<file path="src/logic/fetch_pkg.sv">
package fetch_pkg;

    // byte address width; pc values drop bit 0.
    localparam int ADDR_BITS = 16;

    localparam int ILEN = 32;

    typedef enum logic [2:0]
    {
        OC_LOAD,
        OC_STORE,
        OC_BRANCH,
        OC_JUMP,
        OC_ALU,
        OC_SYSTEM,
        OC_OTHER
    } op_class_e;

    typedef enum logic [1:0]
    {
        RQ_IDLE,
        RQ_SETUP,
        RQ_ACCESS
    } req_state_e;

    // major opcodes, bits 6 to 2 of a 32-bit instruction.
    typedef enum logic [4:0]
    {
        OPC_LOAD   = 5'b00000,
        OPC_OP_IMM = 5'b00100,
        OPC_AUIPC  = 5'b00101,
        OPC_STORE  = 5'b01000,
        OPC_OP     = 5'b01100,
        OPC_LUI    = 5'b01101,
        OPC_BRANCH = 5'b11000,
        OPC_JALR   = 5'b11001,
        OPC_JAL    = 5'b11011,
        OPC_SYSTEM = 5'b11100
    } rv_opcode_e;

    typedef struct packed
    {
        logic [ADDR_BITS-1:1] pc;
        logic [ILEN-1:0]      instr;
        logic                 is_comp;
        op_class_e            op_class;
    } fetch_out_t;

endpackage
</file>
<file path="src/logic/fetch_top.sv">
`timescale 1ns/1ps

module fetch_top
#(
    parameter int DEPTH_BITS = 2
)
(
    input  logic                            i_clk,
    input  logic                            i_rst_n,
    input  logic [fetch_pkg::ADDR_BITS-1:1] i_boot_pc,
    output logic [fetch_pkg::ADDR_BITS-1:0] o_paddr,
    output logic                            o_psel,
    output logic                            o_penable,
    output logic                            o_pwrite,
    input  logic [fetch_pkg::ILEN-1:0]      i_prdata,
    input  logic                            i_pready,
    output fetch_pkg::fetch_out_t           o_out,
    output logic                            o_out_valid,
    input  logic                            i_out_ready
);
    import fetch_pkg::*;

    logic                 push;
    logic [ILEN-1:0]      push_data;
    logic                 not_full;
    logic [ILEN-1:0]      buf_data;
    logic [ADDR_BITS-1:1] buf_pc;
    logic                 not_empty;
    logic                 stall;

    fetch_requester
    #(
        .DEPTH_BITS  (DEPTH_BITS)
    )
    u_req
    (
        .i_clk       (i_clk),
        .i_rst_n     (i_rst_n),
        .i_boot_pc   (i_boot_pc),
        .i_not_full  (not_full),
        .o_paddr     (o_paddr),
        .o_psel      (o_psel),
        .o_penable   (o_penable),
        .o_pwrite    (o_pwrite),
        .i_prdata    (i_prdata),
        .i_pready    (i_pready),
        .o_push      (push),
        .o_push_data (push_data)
    );

    fetch_buf
    #(
        .DEPTH_BITS  (DEPTH_BITS)
    )
    u_buf
    (
        .i_clk       (i_clk),
        .i_rst_n     (i_rst_n),
        .i_stall     (stall),
        .i_pc        (i_boot_pc),
        .i_data      (push_data),
        .i_push      (push),
        .o_data      (buf_data),
        .o_pc        (buf_pc),
        .o_not_empty (not_empty),
        .o_not_full  (not_full)
    );

    predecode u_pre
    (
        .i_clk       (i_clk),
        .i_rst_n     (i_rst_n),
        .i_data      (buf_data),
        .i_pc        (buf_pc),
        .i_not_empty (not_empty),
        .o_stall     (stall),
        .o_out       (o_out),
        .o_out_valid (o_out_valid),
        .i_out_ready (i_out_ready)
    );

endmodule

</file>
<file path="src/logic/predecode.sv">
`timescale 1ns/1ps

module predecode
(
    input  logic                            i_clk,
    input  logic                            i_rst_n,
    input  logic [fetch_pkg::ILEN-1:0]      i_data,
    input  logic [fetch_pkg::ADDR_BITS-1:1] i_pc,
    input  logic                            i_not_empty,
    output logic                            o_stall,
    output fetch_pkg::fetch_out_t           o_out,
    output logic                            o_out_valid,
    input  logic                            i_out_ready
);
    import fetch_pkg::*;

    logic       is_comp;
    op_class_e  op_class;
    logic       load;
    fetch_out_t out_slot;
    logic       slot_valid;

    function automatic op_class_e class_32(input logic [4:0] opc);
        op_class_e cls;
        case (rv_opcode_e'(opc))
            OPC_LOAD:                                cls = OC_LOAD;
            OPC_STORE:                               cls = OC_STORE;
            OPC_BRANCH:                              cls = OC_BRANCH;
            OPC_JAL, OPC_JALR:                       cls = OC_JUMP;
            OPC_OP, OPC_OP_IMM, OPC_LUI, OPC_AUIPC:  cls = OC_ALU;
            OPC_SYSTEM:                              cls = OC_SYSTEM;
            default:                                 cls = OC_OTHER;
        endcase
        return cls;
    endfunction

    // quadrant in the top two bits of the key, funct3 below.
    function automatic op_class_e class_16(input logic [15:0] ci);
        op_class_e cls;
        case ({ci[1:0], ci[15:13]})
            5'b00_010, 5'b10_010: cls = OC_LOAD;
            5'b00_110, 5'b10_110: cls = OC_STORE;
            5'b01_110, 5'b01_111: cls = OC_BRANCH;
            5'b01_001, 5'b01_101: cls = OC_JUMP;
            // c.jr and c.jalr against c.mv, c.add and c.ebreak.
            5'b10_100:
            begin
                cls = (ci[6:2] == 5'd0 && ci[11:7] != 5'd0) ? OC_JUMP : OC_ALU;
            end
            default:              cls = OC_ALU;
        endcase
        return cls;
    endfunction

    assign is_comp  = (i_data[1:0] != 2'b11);
    assign op_class = is_comp ? class_16(i_data[15:0]) : class_32(i_data[6:2]);

    // slot refills in the cycle it empties.
    assign load    = !slot_valid || i_out_ready;
    assign o_stall = !load;

    always_ff @(posedge i_clk)
    begin
        if (!i_rst_n)
        begin
            slot_valid <= 1'b0;
        end
        else if (load)
        begin
            slot_valid <= i_not_empty;
        end
    end

    always_ff @(posedge i_clk)
    begin
        if (load && i_not_empty)
        begin
            out_slot.pc       <= i_pc;
            out_slot.instr    <= is_comp ? {{(ILEN-16){1'b0}}, i_data[15:0]} : i_data;
            out_slot.is_comp  <= is_comp;
            out_slot.op_class <= op_class;
        end
    end

    assign o_out       = out_slot;
    assign o_out_valid = slot_valid;

endmodule

</file>
<file path="src/logic/fetch_buf.sv">
`timescale 1ns/1ps

module fetch_buf
#(
    parameter int DEPTH_BITS = 2
)
(
    input  logic                            i_clk,
    input  logic                            i_rst_n,
    input  logic                            i_stall,
    input  logic [fetch_pkg::ADDR_BITS-1:1] i_pc,
    input  logic [fetch_pkg::ILEN-1:0]      i_data,
    input  logic                            i_push,
    output logic [fetch_pkg::ILEN-1:0]      o_data,
    output logic [fetch_pkg::ADDR_BITS-1:1] o_pc,
    output logic                            o_not_empty,
    output logic                            o_not_full
);
    import fetch_pkg::*;

    localparam int QSIZE = 2 ** DEPTH_BITS;

    logic [ILEN-1:0]      slot [QSIZE];
    logic [QSIZE:0]       is_head;

    logic [ADDR_BITS-1:1] pc;
    logic [ADDR_BITS-1:1] pc_step;
    logic [15:0]          latch_hi;
    logic                 hi_valid;

    logic                 have_word;
    logic [15:0]          data_lo;
    logic [15:0]          data_hi;
    logic                 is_comp;
    logic                 up_is_32;
    logic                 spill;
    logic                 not_empty;
    logic                 pop;
    logic                 consume;
    logic                 save_hi;

    assign have_word = !is_head[0];

    // hi_valid set means the halfword at pc sits in latch_hi, its word already gone.
    assign data_lo = !pc[1]   ? slot[0][15:0] :
                     hi_valid ? latch_hi      : slot[0][31:16];
    assign data_hi = (pc[1] && hi_valid) ? slot[0][15:0] : slot[0][31:16];

    assign is_comp  = (data_lo[1:0] != 2'b11);
    assign up_is_32 = (slot[0][17:16] == 2'b11);

    // only after a boot at an odd halfword.
    assign spill     = have_word && pc[1] && !hi_valid && !is_comp;
    assign not_empty = have_word && !spill;
    assign pop       = not_empty && !i_stall;

    // a word leaves the queue once nothing more is read from its low half.
    assign consume = spill ||
                     (pop && (pc[1] ? (!hi_valid || up_is_32) : (!is_comp || up_is_32)));

    // keep the upper half when a 32-bit instruction starts there.
    assign save_hi = spill ||
                     (pop && up_is_32 && (pc[1] ? hi_valid : is_comp));

    always_ff @(posedge i_clk)
    begin
        if (!i_rst_n)
        begin
            is_head <= {{QSIZE{1'b0}}, 1'b1};
        end
        else if (i_push && !consume)
        begin
            is_head <= is_head << 1;
        end
        else if (consume && !i_push)
        begin
            is_head <= is_head >> 1;
        end
    end

    generate
        for (genvar i = 0; i < QSIZE; i++)
        begin : g_slot
            logic take_new;

            // new word lands just above the remaining entries.
            assign take_new = i_push && (consume ? is_head[i+1] : is_head[i]);

            if (i == QSIZE - 1)
            begin : g_top
                always_ff @(posedge i_clk)
                begin
                    if (take_new)
                    begin
                        slot[i] <= i_data;
                    end
                end
            end
            else
            begin : g_mid
                always_ff @(posedge i_clk)
                begin
                    if (take_new)
                    begin
                        slot[i] <= i_data;
                    end
                    else if (consume)
                    begin
                        slot[i] <= slot[i+1];
                    end
                end
            end
        end
    endgenerate

    assign pc_step = is_comp ? (ADDR_BITS-1)'(1) : (ADDR_BITS-1)'(2);

    always_ff @(posedge i_clk)
    begin
        if (!i_rst_n)
        begin
            pc       <= i_pc;
            hi_valid <= 1'b0;
        end
        else
        begin
            if (pop)
            begin
                pc <= pc + pc_step;
            end
            if (spill || pop)
            begin
                hi_valid <= save_hi;
            end
        end
    end

    always_ff @(posedge i_clk)
    begin
        if (save_hi)
        begin
            latch_hi <= slot[0][31:16];
        end
    end

    assign o_data      = {data_hi, data_lo};
    assign o_pc        = pc;
    assign o_not_empty = not_empty;
    // room is still there for a push when a word leaves in the same cycle.
    assign o_not_full  = !is_head[QSIZE] && !(is_head[QSIZE-1] && i_push && !consume);

endmodule

</file>
<file path="src/logic/fetch_requester.sv">
`timescale 1ns/1ps

module fetch_requester
#(
    parameter int DEPTH_BITS = 2
)
(
    input  logic                            i_clk,
    input  logic                            i_rst_n,
    input  logic [fetch_pkg::ADDR_BITS-1:1] i_boot_pc,
    input  logic                            i_not_full,
    output logic [fetch_pkg::ADDR_BITS-1:0] o_paddr,
    output logic                            o_psel,
    output logic                            o_penable,
    output logic                            o_pwrite,
    input  logic [fetch_pkg::ILEN-1:0]      i_prdata,
    input  logic                            i_pready,
    output logic                            o_push,
    output logic [fetch_pkg::ILEN-1:0]      o_push_data
);
    import fetch_pkg::*;

    req_state_e            state;
    logic [ADDR_BITS-1:2]  word_addr;
    logic [DEPTH_BITS-1:0] burst_cnt;
    logic                  done;
    logic                  burst_end;

    assign done      = (state == RQ_ACCESS) && i_pready;
    assign burst_end = (burst_cnt == {DEPTH_BITS{1'b1}});

    // a queue's worth of words per burst, then the bus goes idle for a cycle.
    always_ff @(posedge i_clk)
    begin
        if (!i_rst_n)
        begin
            state     <= RQ_IDLE;
            word_addr <= i_boot_pc[ADDR_BITS-1:2];
            burst_cnt <= '0;
        end
        else
        begin
            case (state)
                RQ_IDLE:
                begin
                    if (i_not_full)
                    begin
                        state <= RQ_SETUP;
                    end
                end
                RQ_SETUP:
                begin
                    state <= RQ_ACCESS;
                end
                RQ_ACCESS:
                begin
                    if (i_pready)
                    begin
                        word_addr <= word_addr + (ADDR_BITS-2)'(1);
                        if (i_not_full && !burst_end)
                        begin
                            state     <= RQ_SETUP;
                            burst_cnt <= burst_cnt + DEPTH_BITS'(1);
                        end
                        else
                        begin
                            state     <= RQ_IDLE;
                            burst_cnt <= '0;
                        end
                    end
                end
                default:
                begin
                    state <= RQ_IDLE;
                end
            endcase
        end
    end

    // address and control hold through the access phase.
    assign o_paddr     = {word_addr, 2'b00};
    assign o_psel      = (state != RQ_IDLE);
    assign o_penable   = (state == RQ_ACCESS);
    assign o_pwrite    = 1'b0;

    assign o_push      = done;
    assign o_push_data = i_prdata;

endmodule

</file>
<file path="config.mk">
export PLATFORM = sky130hd
export DESIGN_NAME = fetch_top
export DESIGN_NICKNAME = d
export VERILOG_FILES = /design/src/logic/fetch_pkg.sv /design/src/logic/fetch_top.sv /design/src/logic/predecode.sv /design/src/logic/fetch_buf.sv /design/src/logic/fetch_requester.sv
export SDC_FILE = /design/constraint.sdc
export NUM_CORES = 1
export LEC_CHECK = 0
export BUFFER_PORTS_ARGS = -buffer_cell sky130_fd_sc_hd__buf_2
export CAP_MARGIN = 10
export CORE_ASPECT_RATIO = 2
export CORE_MARGIN = 4
export CORE_UTILIZATION = 35
export CTS_CLUSTER_DIAMETER = 30
export DETAILED_ROUTE_END_ITERATION = 12
export PLACE_DENSITY = 0.64
export REMOVE_ABC_BUFFERS = 1
export SKIP_LAST_GASP = 1
export SLEW_MARGIN = 20
export SYNTH_ARGS = -nofsm -noshare
export SYNTH_HDL_FRONTEND = slang
export SYNTH_SLANG_ARGS = --single-unit
</file>
<file path="constraint.sdc">
create_clock -name i_clk -period 15.4 [get_ports i_clk]
set_clock_uncertainty 0.15 [all_clocks]
set_input_delay 3.08 -clock i_clk [delete_from_list [all_inputs] [get_ports i_clk]]
set_output_delay 3.08 -clock i_clk [all_outputs]
set_load 0.005 [all_outputs]
</file>
==> out/results.ini <==
[run_status]
status = completed

[layout]
areaGrowthSynthToFinish_pct = 16.8
layout-drive-gt1-share_pct = 33.2
seqCellArea_sq_mm = 0.00695
fin_nets = 849
multi_input_area_sq_mm = 0.00293
utilization_pct = 41.5
n_fill_cell = 2613

[routing]
routed_via_density = 4.95
drc = 0
wire_per_inst_um = 17.9
postRouteAntennaNets = 0
drt-initial-drc-count = 264
dr.pass1.iters = 4
vias = 5775
routed_wl_um = 20800

[place]
dp_hpwl_um = 14900
port_buffers = 118
place_congestion = 0.792
pre_cts_slack_ps = 9730

[synthesis]
synth_top_area_share_pct = 66.9
synth_mux_area_share_pct = 13.2
yosysTopAreaCell = edfxtp_1
yosysMostFrequentCell = edfxtp_1
yosys.area_share.simple_pct = 7.15
synthCells = 669
syn_area_per_cell_sq_um = 15.0
yosysSeqAreaShare_pct = 69.1
synth_compound_area_share_pct = 5.64
synth-xor-area-share_pct = 2.27
synth_top_family_by_area = multiplexers
ys_top_cells_by_area = edfxtp_1 (67%), mux2_2 (11%), a21oi_1 (3.1%), dfxtp_1 (2.2%), nand2_1 (2.1%)
synth.cell_area_sq_mm = 0.0100
synth_enable_flop_cells = 224
synth_cell_types = 51
synth_warnings = 0
synth_adder_area_share_pct = 0.623
synth_ff_type = edfxtp_1
synth_commonest_cells = edfxtp_1 (224), mux2_2 (94), a21oi_1 (62), nand2_1 (55), nor2_1 (53)
async_reset_ff_share_pct = 0
ys_seq_elements = 235

[pwr]
internal-power_mw = 1.19
finalPower_mw = 1.63
power_frac_comb_pct = 15.9
switching_share_pct = 27.0
p_switching_mw = 0.442
leakage_nw = 4.02
worst_ir_drop_vdd_v = 0.0000753
cellPowerDensity_mw_per_mm2 = 139
share_seq_of_total_power_pct = 50.5
p_clk_share_pct = 33.6

[setup_path]
max_stage_delay_ps = 950
critPathKind = in2reg
endpoint_kind = register
critPathTopFamily = compound AO/OA/AOI/OAI gates
crit_buf_inv = 2
worstPathCellList = buf_2 > nand2_1 > clkinv_1 > a21oi_4 > mux2_2
crit_arrival_ps = 5230
crit_slowest_cell = a21oi_4
crit_fanout = 32
required_ps = 15520
startpoint_type = primary input

[sta]
rsz0062_at_grt = no
drv_slew = 0
slew_headroom_pct = 26.5
fmax_ghz = 0.196
layout_worst_path_cycle_share_pct = 33.2
hold_viol = 0
finalSetupTns_ps = 0
setup_violations = 0
finalWorstPathRequiredPeriod_ps = 5110
post-route-worst-setup-slack_ps = 10290
worstMarginPinSlew_ps = 1100

[clock_tree]
cts_root_buffer = clkbuf_16
clockBufferDepth = 3
cts_sinks = 235
tritoncts = built
clkTransAtPathRegs_ps = 60
clk_latency_ps = 530
ctsHoldBuffers = 0
cts_resized = 0
cts_made_buffers = 24
cts-htree-levels = 1
post_cts_buffers = 0

[global_routing]
gr-total-overflow = 0
grt_usage_pct = 13.1
grt_pass1_vias = 5976
antenna_found_initial = 2
grt_max_degree = 53
grt_pass1_wl_um = 32700

[floorplanning]
core_area_sq_mm = 0.0283
die_w_um = 128
die_h_um = 248
io_pins = 122
rows = 87
start_util_pct = 35.5
die-area_sq_mm = 0.0316

[worst_hold_path]
hold_class = reg2reg

[run]
cap_violations = 0

-- power by group through the flow --
stage	clock network (mW)	logic (mW)	registers, mW
CTS	0.565	0.266	0.825
global route	0.591	0.290	0.831
detailed placement	0	0.265	0.839
global placement	0	0.260	0.837
finish	0.550	0.260	0.825
floorplan	0	0.166	0.840
-- worst reg2reg max path, cell delays in order (launching register included) --
cell,delay [ps]
edfxtp_1,320
buf_4,360
nor2_1,110
a21o_1,230
inv_1,180
nand2_1,570
xnor2_1,310
ha_1,230
a31oi_1,600
nor2_1,140
xnor2_1,180
a21oi_1,80
-- per-stage QoR --
step / hold slack (ps) / instance area, sq um / cells
after global routing: 344 / 11700 / 1167
after detailed placement: 317 / 11000 / 1123
after global placement: 309 / 11000 / 1123
after floorplan: 296 / 9890 / 641
final: 333 / 11700 / 1167
after CTS: 334 / 11700 / 1166
-- path summary, 6_finish.rpt --
| path | depth (start not counted) | from | end | slack [ps] |
|---|---|---|---|---|
| setup / recovery | 5 | i_pready | u_buf.slot[1][28] | 10290 |
| hold / removal | 0 | u_buf.slot[0][22] | u_buf.latch_hi[6] | 330 |
| setup reg to reg | 11 | u_buf.o_pc[1] | u_buf.o_pc[7] | 11670 |
| hold reg to reg | 0 | u_buf.slot[0][22] | u_buf.latch_hi[6] | 330 |
-- cells in the final DEF, fill, tap and decap left out, drive strengths merged, types with 3 or more instances in the layout --
cell type,count
clkinv,11
mux2i,20
nor3,5
o21ai,4
nand2b,3
xnor2,19
inv,12
nor2,53
nor4b,4
conb,3
a21o,3
mux2,100
nor2b,6
edfxtp,224
xor2,7
ha,5
o21a,3
and3,4
nand2,55
buf,126
dfxtp,11
nor4,3
a21oi,65
nand3,11
a211oi,3
clkbuf,26
-- per-layer routing --
layer  wire, um  track usage [%]  vias up
li1           -                -     2760
met1       7250             13.4     2806
met2      11700             25.0      161
met3       1030             2.07       48
met4        890             6.84        0
met5          0                0        -
-- logic make-up after synthesis --
kind of cell,Yosys count
flops,235
simple gates,155
mux,120
compound gates,90
buf+inv,37
xor+xnor,26
fa+ha+maj,5
other cells,1
-- flip-flops by register name, indices dropped and copies added, names as in the netlist --
register / count
u_pre.o_out: 51
u_buf.o_pc: 15
u_pre.o_out_valid: 1
u_req.burst_cnt: 2
u_req.state: 2
u_buf.slot: 128
u_req.word_addr: 14
u_buf.latch_hi: 16
u_buf.hi_valid: 1
u_buf.is_head: 5
-- cell type report --
class	count	share of cell area [%]
Clock buffer	26	5.18
Tap cell	356	3.79
Multi-Input combinational cell	399	24.9
Inverter	7	0.224
Clock inverter	17	1.14
Antenna cell	1	0.0213
Sequential cell	235	59.2
Timing Repair Buffer	126	5.54
No activity file was read; power rests on OpenSTA's default activity.
